===== config.mk =====
export PLATFORM = sky130hd
export DESIGN_NAME = decode_issue
export DESIGN_NICKNAME = d
export VERILOG_FILES = /design/src/verilog/rv_issue_pkg.sv /design/src/verilog/instr_fields.sv /design/src/verilog/operand_forward.sv /design/src/verilog/issue_control.sv /design/src/verilog/issue_slot.sv /design/src/verilog/decode_issue.sv
export SDC_FILE = /design/constraint.sdc
export NUM_CORES = 1
export LEC_CHECK = 0
export BUFFER_PORTS_ARGS = -buffer_cell sky130_fd_sc_hd__clkbuf_2
export CAP_MARGIN = 10
export CORE_AREA = 2 2 271 273
export DETAILED_ROUTE_END_ITERATION = 8
export DIE_AREA = 0 0 273 275
export GPL_TIMING_DRIVEN = 0
export PLACE_DENSITY = 0.41
export SLEW_MARGIN = 20
export SYNTH_ARGS = -nofsm -noshare
export SYNTH_HDL_FRONTEND = slang
export SYNTH_SLANG_ARGS = --single-unit

===== constraint.sdc =====
create_clock -name clk -period 10.2 [get_ports clk]
set_clock_uncertainty 0.15 [all_clocks]
set_input_delay 0.51 -clock clk [delete_from_list [all_inputs] [get_ports clk]]
set_output_delay 0.51 -clock clk [all_outputs]
set_load 0.1 [all_outputs]

===== src/verilog/rv_issue_pkg.sv =====
`default_nettype none

package rv_issue_pkg;

    localparam int XLEN      = 32;
    localparam int REG_IDX_W = 5;
    localparam int ROB_DEPTH = 8;
    localparam int ROB_TAG_W = $clog2(ROB_DEPTH);

    typedef logic [XLEN-1:0]      word_t;
    typedef logic [REG_IDX_W-1:0] reg_idx_t;
    typedef logic [ROB_TAG_W-1:0] rob_tag_t;   // 0 = no producer

    // Only the major opcodes this stage issues
    typedef enum logic [6:0] {
        OP_LUI   = 7'b0110111,
        OP_AUIPC = 7'b0010111,
        OP_BR    = 7'b1100011,
        OP_IMM   = 7'b0010011,
        OP_REG   = 7'b0110011
    } opcode_t;

    // funct3 values for OP and OP-IMM
    localparam logic [2:0] F3_ADD  = 3'b000;
    localparam logic [2:0] F3_SLT  = 3'b010;
    localparam logic [2:0] F3_SLTU = 3'b011;
    localparam logic [2:0] F3_SR   = 3'b101;

    // Low bits are funct3, top bit marks SUB/SRA
    typedef enum logic [3:0] {
        ALU_ADD = 4'b0000,
        ALU_SLL = 4'b0001,
        ALU_XOR = 4'b0100,
        ALU_SRL = 4'b0101,
        ALU_OR  = 4'b0110,
        ALU_AND = 4'b0111,
        ALU_SUB = 4'b1000,
        ALU_SRA = 4'b1101
    } alu_op_t;

    typedef enum logic [2:0] {
        CMP_EQ  = 3'b000,
        CMP_NE  = 3'b001,
        CMP_LT  = 3'b100,
        CMP_GE  = 3'b101,
        CMP_LTU = 3'b110,
        CMP_GEU = 3'b111
    } cmp_op_t;

    typedef struct packed {
        word_t    value;
        logic     ready;
        rob_tag_t tag;     // zero when ready
    } operand_t;

    typedef struct packed {
        alu_op_t  op;
        operand_t src1;
        operand_t src2;
        rob_tag_t rob_tag;
    } alu_entry_t;

    typedef struct packed {
        cmp_op_t  op;
        logic     is_branch;
        operand_t src1;
        operand_t src2;
        word_t    pc;
        word_t    b_imm;
        rob_tag_t rob_tag;
    } cmp_entry_t;

    typedef struct packed {
        word_t    pc;
        opcode_t  opcode;
        reg_idx_t rd;
    } rob_entry_t;

    typedef struct packed {
        reg_idx_t rd;
        rob_tag_t tag;
    } rat_update_t;

endpackage

`default_nettype wire


===== src/verilog/instr_fields.sv =====
`timescale 1ns/1ps
`default_nettype none

module instr_fields (
    input  wire rv_issue_pkg::word_t   instr_i,
    output rv_issue_pkg::opcode_t      opcode_o,
    output rv_issue_pkg::reg_idx_t     rd_o,
    output rv_issue_pkg::reg_idx_t     rs1_o,
    output rv_issue_pkg::reg_idx_t     rs2_o,
    output logic [2:0]                 funct3_o,
    output logic                       alt_o,
    output rv_issue_pkg::word_t        i_imm_o,
    output rv_issue_pkg::word_t        b_imm_o,
    output rv_issue_pkg::word_t        u_imm_o
);

    assign opcode_o = rv_issue_pkg::opcode_t'(instr_i[6:0]);
    assign rd_o     = instr_i[11:7];
    assign funct3_o = instr_i[14:12];
    assign rs1_o    = instr_i[19:15];
    assign rs2_o    = instr_i[24:20];
    assign alt_o    = instr_i[30];     // SUB / SRA select

    // Sign-extended immediates
    assign i_imm_o = {{20{instr_i[31]}}, instr_i[31:20]};

    assign b_imm_o = {
        {19{instr_i[31]}},
        instr_i[31],
        instr_i[7],
        instr_i[30:25],
        instr_i[11:8],
        1'b0
    };

    assign u_imm_o = {instr_i[31:12], 12'h000};

endmodule

`default_nettype wire


===== src/verilog/operand_forward.sv =====
`timescale 1ns/1ps
`default_nettype none

module operand_forward (
    input  wire rv_issue_pkg::word_t    rf_val_i,
    input  wire rv_issue_pkg::rob_tag_t rf_tag_i,
    input  wire [rv_issue_pkg::ROB_DEPTH-1:0] rob_done_i,
    input  wire rv_issue_pkg::word_t [rv_issue_pkg::ROB_DEPTH-1:0] rob_value_i,
    output rv_issue_pkg::operand_t      operand_o
);

    logic from_rob;

    // Producer already finished, value sits in the ROB
    assign from_rob = (rf_tag_i != '0) && rob_done_i[rf_tag_i];

    always_comb begin
        if (from_rob) begin
            operand_o.value = rob_value_i[rf_tag_i];
            operand_o.ready = 1'b1;
            operand_o.tag   = '0;
        end else begin
            operand_o.value = rf_val_i;
            operand_o.ready = (rf_tag_i == '0);
            operand_o.tag   = rf_tag_i;    // still waiting on producer
        end
    end

endmodule

`default_nettype wire


===== src/verilog/issue_control.sv =====
`timescale 1ns/1ps
`default_nettype none

module issue_control (
    input  wire                            iq_valid_i,
    input  wire rv_issue_pkg::opcode_t     opcode_i,
    input  wire rv_issue_pkg::reg_idx_t    rd_i,
    input  wire [2:0]                      funct3_i,
    input  wire                            alt_i,
    input  wire rv_issue_pkg::word_t       pc_i,
    input  wire rv_issue_pkg::word_t       i_imm_i,
    input  wire rv_issue_pkg::word_t       b_imm_i,
    input  wire rv_issue_pkg::word_t       u_imm_i,
    input  wire rv_issue_pkg::operand_t    src1_i,
    input  wire rv_issue_pkg::operand_t    src2_i,
    input  wire rv_issue_pkg::rob_tag_t    rob_free_tag_i,
    input  wire                            alu_full_i,
    input  wire                            cmp_full_i,
    output logic                           iq_read_o,
    output logic                           alu_load_o,
    output rv_issue_pkg::alu_entry_t       alu_entry_o,
    output logic                           cmp_load_o,
    output rv_issue_pkg::cmp_entry_t       cmp_entry_o,
    output logic                           rob_load_o,
    output rv_issue_pkg::rob_entry_t       rob_entry_o,
    output logic                           rat_load_o,
    output rv_issue_pkg::rat_update_t      rat_entry_o
);

    logic is_alu;
    logic is_cmp;       // SLT/SLTU, both forms
    logic is_branch;
    logic is_slt;
    logic room;
    logic discard;
    logic issue;
    rv_issue_pkg::operand_t imm_opnd;
    rv_issue_pkg::alu_op_t  grp_op;     // shared by OP and OP-IMM

    assign is_slt = (funct3_i == rv_issue_pkg::F3_SLT) || (funct3_i == rv_issue_pkg::F3_SLTU);

    always_comb begin
        is_alu    = 1'b0;
        is_cmp    = 1'b0;
        is_branch = 1'b0;
        case (opcode_i)
            rv_issue_pkg::OP_LUI, rv_issue_pkg::OP_AUIPC: is_alu = 1'b1;
            rv_issue_pkg::OP_IMM, rv_issue_pkg::OP_REG: begin
                is_alu = !is_slt;
                is_cmp = is_slt;
            end
            rv_issue_pkg::OP_BR: is_branch = 1'b1;
            default: ;
        endcase
    end

    assign room    = is_alu ? !alu_full_i : !cmp_full_i;
    assign discard = iq_valid_i && (((is_alu || is_cmp) && rd_i == '0)
                                    || !(is_alu || is_cmp || is_branch));
    assign issue   = iq_valid_i && !discard && room && (rob_free_tag_i != '0);

    assign iq_read_o  = issue || discard;   // pop in the decision cycle
    assign alu_load_o = issue && is_alu;
    assign cmp_load_o = issue && (is_cmp || is_branch);
    assign rob_load_o = issue;
    assign rat_load_o = issue && !is_branch;

    assign imm_opnd = '{value: i_imm_i, ready: 1'b1, tag: '0};

    always_comb begin
        if (funct3_i == rv_issue_pkg::F3_SR)
            grp_op = alt_i ? rv_issue_pkg::ALU_SRA : rv_issue_pkg::ALU_SRL;
        else if (funct3_i == rv_issue_pkg::F3_ADD && alt_i && opcode_i == rv_issue_pkg::OP_REG)
            grp_op = rv_issue_pkg::ALU_SUB;
        else
            grp_op = rv_issue_pkg::alu_op_t'({1'b0, funct3_i});
    end

    always_comb begin
        alu_entry_o.op      = grp_op;
        alu_entry_o.src1    = src1_i;
        alu_entry_o.src2    = (opcode_i == rv_issue_pkg::OP_REG) ? src2_i : imm_opnd;
        alu_entry_o.rob_tag = rob_free_tag_i;
        if (opcode_i == rv_issue_pkg::OP_LUI || opcode_i == rv_issue_pkg::OP_AUIPC) begin
            alu_entry_o.op   = rv_issue_pkg::ALU_ADD;
            alu_entry_o.src1 = '{value: '0, ready: 1'b1, tag: '0};
            alu_entry_o.src2 = '{value: u_imm_i, ready: 1'b1, tag: '0};
            if (opcode_i == rv_issue_pkg::OP_AUIPC)
                alu_entry_o.src1.value = pc_i;
        end
    end

    always_comb begin
        if (is_branch)
            cmp_entry_o.op = rv_issue_pkg::cmp_op_t'(funct3_i);
        else if (funct3_i == rv_issue_pkg::F3_SLTU)
            cmp_entry_o.op = rv_issue_pkg::CMP_LTU;
        else
            cmp_entry_o.op = rv_issue_pkg::CMP_LT;
        cmp_entry_o.is_branch = is_branch;
        cmp_entry_o.src1      = src1_i;
        cmp_entry_o.src2      = (opcode_i == rv_issue_pkg::OP_IMM) ? imm_opnd : src2_i;
        cmp_entry_o.pc        = pc_i;
        cmp_entry_o.b_imm     = is_branch ? b_imm_i : '0;
        cmp_entry_o.rob_tag   = rob_free_tag_i;
    end

    assign rob_entry_o = '{pc: pc_i, opcode: opcode_i, rd: (is_branch ? '0 : rd_i)};
    assign rat_entry_o = '{rd: rd_i, tag: rob_free_tag_i};

endmodule

`default_nettype wire


===== src/verilog/issue_slot.sv =====
`timescale 1ns/1ps
`default_nettype none

module issue_slot #(
    parameter type payload_t = logic
) (
    input  wire           clk,
    input  wire           rst,
    input  wire           load_i,
    input  wire payload_t data_i,
    output logic          valid_o,
    output payload_t      data_o
);

    // One-cycle strobe per load
    always_ff @(posedge clk) begin
        if (rst) begin
            valid_o <= 1'b0;
        end else begin
            valid_o <= load_i;
        end
    end

    always_ff @(posedge clk) begin
        if (load_i) begin
            data_o <= data_i;   // held until the next issue
        end
    end

    // Payload built upstream must be fully defined when captured
    assert property (@(posedge clk) disable iff (rst) load_i |-> !$isunknown(data_i))
        else $error("Unknown payload bits on load");

endmodule

`default_nettype wire


===== src/verilog/decode_issue.sv =====
`timescale 1ns/1ps
`default_nettype none

module decode_issue (
    input  wire                                  clk,
    input  wire                                  rst,
    // Instruction queue
    input  wire                                  iq_valid_i,
    input  wire rv_issue_pkg::word_t             iq_instr_i,
    input  wire rv_issue_pkg::word_t             iq_pc_i,
    output logic                                 iq_read_o,
    // Register file
    output rv_issue_pkg::reg_idx_t               rs1_o,
    output rv_issue_pkg::reg_idx_t               rs2_o,
    input  wire rv_issue_pkg::word_t             rf_val1_i,
    input  wire rv_issue_pkg::rob_tag_t          rf_tag1_i,
    input  wire rv_issue_pkg::word_t             rf_val2_i,
    input  wire rv_issue_pkg::rob_tag_t          rf_tag2_i,
    output logic                                 rat_we_o,
    output rv_issue_pkg::reg_idx_t               rat_rd_o,
    output rv_issue_pkg::rob_tag_t               rat_tag_o,
    // Reorder buffer
    input  wire rv_issue_pkg::rob_tag_t          rob_free_tag_i,
    input  wire [rv_issue_pkg::ROB_DEPTH-1:0]    rob_done_i,
    input  wire rv_issue_pkg::word_t [rv_issue_pkg::ROB_DEPTH-1:0] rob_value_i,
    output logic                                 rob_we_o,
    output rv_issue_pkg::word_t                  rob_pc_o,
    output rv_issue_pkg::opcode_t                rob_opcode_o,
    output rv_issue_pkg::reg_idx_t               rob_rd_o,
    // Reservation stations
    input  wire                                  alu_full_i,
    input  wire                                  cmp_full_i,
    output logic                                 alu_valid_o,
    output rv_issue_pkg::alu_entry_t             alu_entry_o,
    output logic                                 cmp_valid_o,
    output rv_issue_pkg::cmp_entry_t             cmp_entry_o
);

    rv_issue_pkg::opcode_t     opcode;
    rv_issue_pkg::reg_idx_t    rd;
    logic [2:0]                funct3;
    logic                      alt;
    rv_issue_pkg::word_t       i_imm;
    rv_issue_pkg::word_t       b_imm;
    rv_issue_pkg::word_t       u_imm;
    rv_issue_pkg::operand_t    src1;
    rv_issue_pkg::operand_t    src2;
    logic                      iq_read;
    logic                      alu_load;
    logic                      cmp_load;
    logic                      rob_load;
    logic                      rat_load;
    rv_issue_pkg::alu_entry_t  alu_next;
    rv_issue_pkg::cmp_entry_t  cmp_next;
    rv_issue_pkg::rob_entry_t  rob_next;
    rv_issue_pkg::rob_entry_t  rob_q;
    rv_issue_pkg::rat_update_t rat_next;
    rv_issue_pkg::rat_update_t rat_q;

    instr_fields fields_i (
        .instr_i (iq_instr_i), .opcode_o (opcode), .rd_o (rd), .rs1_o (rs1_o),
        .rs2_o (rs2_o), .funct3_o (funct3), .alt_o (alt), .i_imm_o (i_imm),
        .b_imm_o (b_imm), .u_imm_o (u_imm)
    );

    operand_forward fwd1_i (
        .rf_val_i (rf_val1_i), .rf_tag_i (rf_tag1_i), .rob_done_i (rob_done_i),
        .rob_value_i (rob_value_i), .operand_o (src1)
    );

    operand_forward fwd2_i (
        .rf_val_i (rf_val2_i), .rf_tag_i (rf_tag2_i), .rob_done_i (rob_done_i),
        .rob_value_i (rob_value_i), .operand_o (src2)
    );

    issue_control ctrl_i (
        .iq_valid_i (iq_valid_i), .opcode_i (opcode), .rd_i (rd), .funct3_i (funct3),
        .alt_i (alt), .pc_i (iq_pc_i), .i_imm_i (i_imm), .b_imm_i (b_imm),
        .u_imm_i (u_imm), .src1_i (src1), .src2_i (src2),
        .rob_free_tag_i (rob_free_tag_i), .alu_full_i (alu_full_i),
        .cmp_full_i (cmp_full_i), .iq_read_o (iq_read),
        .alu_load_o (alu_load), .alu_entry_o (alu_next),
        .cmp_load_o (cmp_load), .cmp_entry_o (cmp_next),
        .rob_load_o (rob_load), .rob_entry_o (rob_next),
        .rat_load_o (rat_load), .rat_entry_o (rat_next)
    );

    assign iq_read_o = iq_read && !rst;    // No pop while in reset

    issue_slot #(.payload_t (rv_issue_pkg::alu_entry_t)) alu_slot_i (
        .clk (clk), .rst (rst), .load_i (alu_load), .data_i (alu_next),
        .valid_o (alu_valid_o), .data_o (alu_entry_o)
    );

    issue_slot #(.payload_t (rv_issue_pkg::cmp_entry_t)) cmp_slot_i (
        .clk (clk), .rst (rst), .load_i (cmp_load), .data_i (cmp_next),
        .valid_o (cmp_valid_o), .data_o (cmp_entry_o)
    );

    issue_slot #(.payload_t (rv_issue_pkg::rob_entry_t)) rob_slot_i (
        .clk (clk), .rst (rst), .load_i (rob_load), .data_i (rob_next),
        .valid_o (rob_we_o), .data_o (rob_q)
    );

    issue_slot #(.payload_t (rv_issue_pkg::rat_update_t)) rat_slot_i (
        .clk (clk), .rst (rst), .load_i (rat_load), .data_i (rat_next),
        .valid_o (rat_we_o), .data_o (rat_q)
    );

    assign rob_pc_o     = rob_q.pc;
    assign rob_opcode_o = rob_q.opcode;
    assign rob_rd_o     = rob_q.rd;
    assign rat_rd_o     = rat_q.rd;
    assign rat_tag_o    = rat_q.tag;

endmodule

`default_nettype wire


Word level (Yosys, flattened, before mapping) --
Index checks and enable logic that the tools add are counted.
Storage, ports and cells: memories 0, output and inout port bits 289, latch bits 0, bits in registers 259, memory bits (writable) 0, bits of input ports 406, ROM bits 0
Operators by class: reduce and logical (&&, ||, !) cells 37, bitwise gates (word level) 1, $mul 0, div/mod/pow operators 0, shift operators 0, eq/ne operators 8, $lt $le $gt $ge 2, mux-type cells 23, add/subtract/negate cells 0
Operators by type and width (count):
- 32-bit binary-select mux with 3-bit select | 2
- 36-bit 2-to-1 mux | 4
- 32-bit 2-to-1 mux | 3
- 72-bit 2-to-1 mux | 1
- 7-bit by 5-bit equality test with 1-bit output, second input constant | 2
- 7-bit by 6-bit equality test with 1-bit output, second input constant | 2
- 1-bit logical AND | 13
- 4-bit 2-to-1 mux | 3
- 3-bit zero test | 3
- 3-bit nonzero test | 3
- 3-bit by 4-bit < comparator with 1-bit output, second input constant | 2
- 7-bit equality test, second input constant | 1
- 1-bit zero test | 7
- 1-bit logical OR | 7
- 1-bit binary-select mux with 3-bit select | 2
- 3-bit by 2-bit equality test with 1-bit output, second input constant | 2
- 2-bit OR reduction | 3
- 5-bit zero test | 1
- 1-bit 2-to-1 mux | 5
- 3-bit equality test, second input constant | 1
- 3-bit 2-to-1 mux | 1
- 2-bit 2-to-1 mux | 1
- 1-bit case mux with 2 select lines | 1
- 1-bit inverter | 1

Logic depth before layout (Yosys ltp) --
depth in word-level cells 15, mapped depth 8, gate-level depth less buffers 4

Hierarchy --
From an unflattened synthesis, not the netlist that was laid out.
Second synthesis, totals: cells, all modules 1254, area, all modules 17645.7 um^2
By module, submodules not included:
- operand_forward | instances 2, cells an instance 170, area an instance 2466.1 um^2
- issue_slot at cmp_slot_i | instances 1, cells an instance 145, area an instance 4327.9 um^2
- issue_control | instances 1, cells an instance 508, area an instance 3417.0 um^2
- issue_slot at alu_slot_i | instances 1, cells an instance 81, area an instance 2406.1 um^2
- issue_slot at rob_slot_i | instances 1, cells an instance 46, area an instance 1355.0 um^2
- instr_fields | instances 1, cells an instance 123, area an instance 919.6 um^2
- issue_slot at rat_slot_i | instances 1, cells an instance 10, area an instance 274.0 um^2
- decode_issue | instances 1, cells an instance 1, area an instance 13.8 um^2

Worst setup path after synthesis --
Ideal clock, no wire load.
path type input to register, from input port iq_instr_i[2], to register cmp_slot_i.data_o[0] (netlist bit) (enable), buffers on the path 2, data required time 9.295 ns, slack -0.595 ns, setup time 0.755 ns, data arrival time 9.890 ns, stages on the path 5, cells stage by stage buf_4 -> or3b_4 -> a311o_1 -> buf_2 -> nor3_1
On the way: longest elaborated chain between the ends 13, elaborated cells on any way between the ends 23
RTL lines:
- from (decl) | line decode_issue.sv:9 | input wire rv_issue_pkg::word_t iq_instr_i,
- 7-bit by 5-bit equality test with 1-bit output or 7-bit by 6-bit equality test with 1-bit output (tied branches) | line issue_control.sv:46 | case (opcode_i)
- 2-bit OR reduction | line issue_control.sv:46
- 1-bit case mux with 2 select lines or 1-bit 2-to-1 mux (tied branches) | line issue_control.sv:46
- 1-bit logical OR | line issue_control.sv:58, issue_control.sv:59
- 1-bit logical OR | line issue_control.sv:59 | || !(is_alu || is_cmp || is_branch));
- 1-bit zero test | line issue_control.sv:59
- 1-bit logical OR | line issue_control.sv:59
- 1-bit logical AND | line issue_control.sv:58 | assign discard = iq_valid_i && (((is_alu || is_cmp) && rd_i == '0)
- 1-bit zero test | line issue_control.sv:60 | assign issue = iq_valid_i && !discard && room && (rob_free_tag_i != '0);
- 1-bit logical AND (3 in a row) | line issue_control.sv:60
- 1-bit logical AND (*) | line issue_control.sv:64 | assign cmp_load_o = issue && (is_cmp || is_branch);
- named net cmp_load | line decode_issue.sv:50 | logic cmp_load;
- to (signal assigned) | line issue_slot.sv:26 | data_o <= data_i;
- to (decl) | line issue_slot.sv:12 | output payload_t data_o
The timed path passes the listed nets; every way through them passes the cells marked *. A chain may end at the register's enable or synchronous reset.

Final worst setup path --
from input port iq_instr_i[5], to register alu_slot_i.data_o[52] (netlist bit) (enable)
On the way: longest elaborated chain between the ends 13, elaborated cells on any way between the ends 22
RTL lines:
- 7-bit by 5-bit equality test with 1-bit output or 7-bit by 6-bit equality test with 1-bit output (tied branches) | line issue_control.sv:46
- 2-bit OR reduction | line issue_control.sv:46
- 1-bit case mux with 2 select lines or 1-bit 2-to-1 mux (tied branches) | line issue_control.sv:46
- 1-bit logical OR | line issue_control.sv:58, issue_control.sv:59
- 1-bit logical OR | line issue_control.sv:59
- 1-bit zero test | line issue_control.sv:59
- 1-bit logical OR | line issue_control.sv:59
- 1-bit logical AND | line issue_control.sv:58
- 1-bit zero test | line issue_control.sv:60
- 1-bit logical AND (3 in a row) | line issue_control.sv:60
- 1-bit logical AND (*) | line issue_control.sv:63 | assign alu_load_o = issue && is_alu;
- named net alu_load | line decode_issue.sv:49 | logic alu_load;
- to (signal assigned) | line issue_slot.sv:26
- to (decl) | line issue_slot.sv:12
Marks and branches as above.

==> metrics.cfg <==
[cells_and_area]
area_growth_pct=42.49
final_cells=2896
drive_above_1_share_pct=53.34
finalInstanceArea_mm2=0.02157
nets=2312
final_common_cell=clkbuf_2
layout_common_cells=clkbuf_2, edfxtp_1, mux4_2
final_util_pct=29.81

[critical_path]
crit_chain=dlygate4sd3_1, clkbuf_2, buf_2, and2b_1, and3b_1, clkbuf_1, o21ai_1, nor3_2, buf_4, buf_4, buf_4, buf_4, buf_4
endpoint=alu_slot_i.data_o[52]
cp.required_ps=10340
cp-start-kind=input port
arrival_ps=4420
cpMostUsedCell=buf_4
critPathMaxFanout=10
cp_slowest_cell=nor3_2
cp-end-kind=register
criticalPathCategory=input port to register
cp.buffers_inverters=9
cp-startpoint=iq_instr_i[5]
max_stage_delay_ps=690
cp.depth=13
cpLargestDelayFamily=buffers and inverters

[clock_tree]
cts_tree=done
clk_path_buf_depth=3
cts-root-buf=clkbuf_16
clk_transition_reported_paths_ps=60
hold_buffers=37
clock-sinks=258
cts.repair.resized=0
cts_setup_buffers=0
cts.htree.levels=1
numCtsBuffers=31

[yosys]
synth_cells=1124
syn-num-nets=1530
synth.top_cell.area_share_pct=50.40
ys_seq_area_share_pct=50.93
synthMuxAreaShare_pct=22.42
synth_compound_area_share_pct=11.68
synth_top_family_by_area=multiplexers
yosysWarningCount=0
async_flop_share_pct=0
synthAdderAreaFrac_pct=0
synth_area_mm2=0.01513
synth_ff_type=edfxtp_1
synth_area_per_cell_um2=13.46
synth-edff-count=254
yosys.area.top_type=edfxtp_1
synthTopCellsByArea=edfxtp_1, mux4_2, o211ai_1
yosysUniqueCellTypes=54
synth_simple_gate_area_share_pct=8.862
synth-xor-area-share_pct=0
synth-seq-cells=258

[sta]
worst_pin_slew_ps=1027
post-route-min-period_ps=4281
drv_slew=0
slew_headroom_pct=31.52
hold_viol=0
rsz0062_at_grt=no
period_share_pct=41.97
setup_viol=0
fin_tns_setup_ps=0
fin_hold_ws_ps=23.77
timing.final.ws_setup_ps=5919
fmax_mhz=233.6

[pwr]
p_per_area_mw_per_mm2=135.4
p_leak_nw=8.541
p_total_mw=2.919
ir_worst_vdd_v=0.0001212

[worst_hold_path]
min_path_type=input port to register

[run_status]
outcome=finished, final reports clean

[floorplan]
io_pins=695
die_area_mm2=0.07508
fp.dieH_um=275
die_width_um=273
num_rows=99
start_util_pct=20.92
design.core.area_mm2=0.07234

[drt]
post_drt_wl_per_cell_um=29.54
ant_nets=0
via_per_inst=4.914
drt_iter0_markers=1156
drc=0
num_vias=14230
drtPass1Iterations=5
wirelength_um=85550

[place]
dp.cells=2794
dp_hpwl_um=70940
place.gp.congestion=0.8788
place.port_buffers=688
dpl-instance-area_mm2=0.02012
dpl_worst_slack_ps=5856

[run]
maxCapViolCount=0

[global_routing]
grt_pass1_vias=14680
grt_usage_pct=21.86
grt_pass1_wl_um=114600
overflow=0
grt_max_degree=23
antenna_found_initial=10

sequential cells by signal, indices dropped and copies added (netlist names):
signal,count
rat_slot_i.valid_o,1
cmp_slot_i.data_o,123
rat_slot_i.data_o,8
alu_slot_i.data_o,79
rob_slot_i.data_o,44
alu_slot_i.valid_o,1
rob_slot_i.valid_o,1
cmp_slot_i.valid_o,1
area by class of cell:
class                      count  area (um^2)
antenna                        6        15.01
buffer                       144        785.8
clock buffer                  45        898.4
clock inverter                13        152.6
fill                        7571        50770
inverter                      36        135.1
multi-input combinational    686         6535
sequential                   258         7707
tap                          959         1200
timing repair buffer         749         4136
layer usage:
| layer | routed length (um) | global-route usage, % |
|---|---|---|
| met1 | 34110 | 26.98 |
| met2 | 42210 | 37.98 |
| met3 | 6766 | 5.071 |
| met4 | 2425 | 6.428 |
| met5 | 43 | 0 |
synthesized netlist by cell type, drive strengths merged (11+ instances only):
cell / instances
edfxtp: 254
mux4: 130
buf: 96
o211ai: 63
nor2: 61
o21ai: 57
clkbuf: 48
nand2: 41
nand3: 37
inv: 36
mux2: 35
a21oi: 34
nand3b: 33
o31ai: 33
o22ai: 32
a31oi: 24
and3: 17
nand4: 17
o221ai: 12
nor2b: 11
cell families after synthesis:
logic type             count (synthesis)
other                                  1
buffers and inverters                180
AOI/OAI and AO/OA                    266
and+or+nand+nor                      251
muxes                                168
DFF                                  258
power breakdown:
part	total [mW]	switching, mW	internal [mW]
Sequential	1.18	0.000522	1.18
Clock	1.16	0.473	0.684
Combinational	0.585	0.347	0.238
Total	2.92	0.821	2.10
how the worst min path moves through the flow:
stage / from / endpoint / slack (ps) / cells past startpoint
finish: iq_pc_i[18] / rob_slot_i.data_o[30] / 20 / 1
global route: iq_pc_i[15] / rob_slot_i.data_o[27] / 4 / 1
CTS: iq_pc_i[20] / cmp_slot_i.data_o[55] / 0.4 / 1
detailed placement: iq_instr_i[3] / rob_slot_i.data_o[8] / 570 / 1
global placement: iq_instr_i[3] / rob_slot_i.data_o[8] / 570 / 1
floorplan: rst / cmp_slot_i.valid_o / 430 / 1
Power figures use the tool's default switching activity.
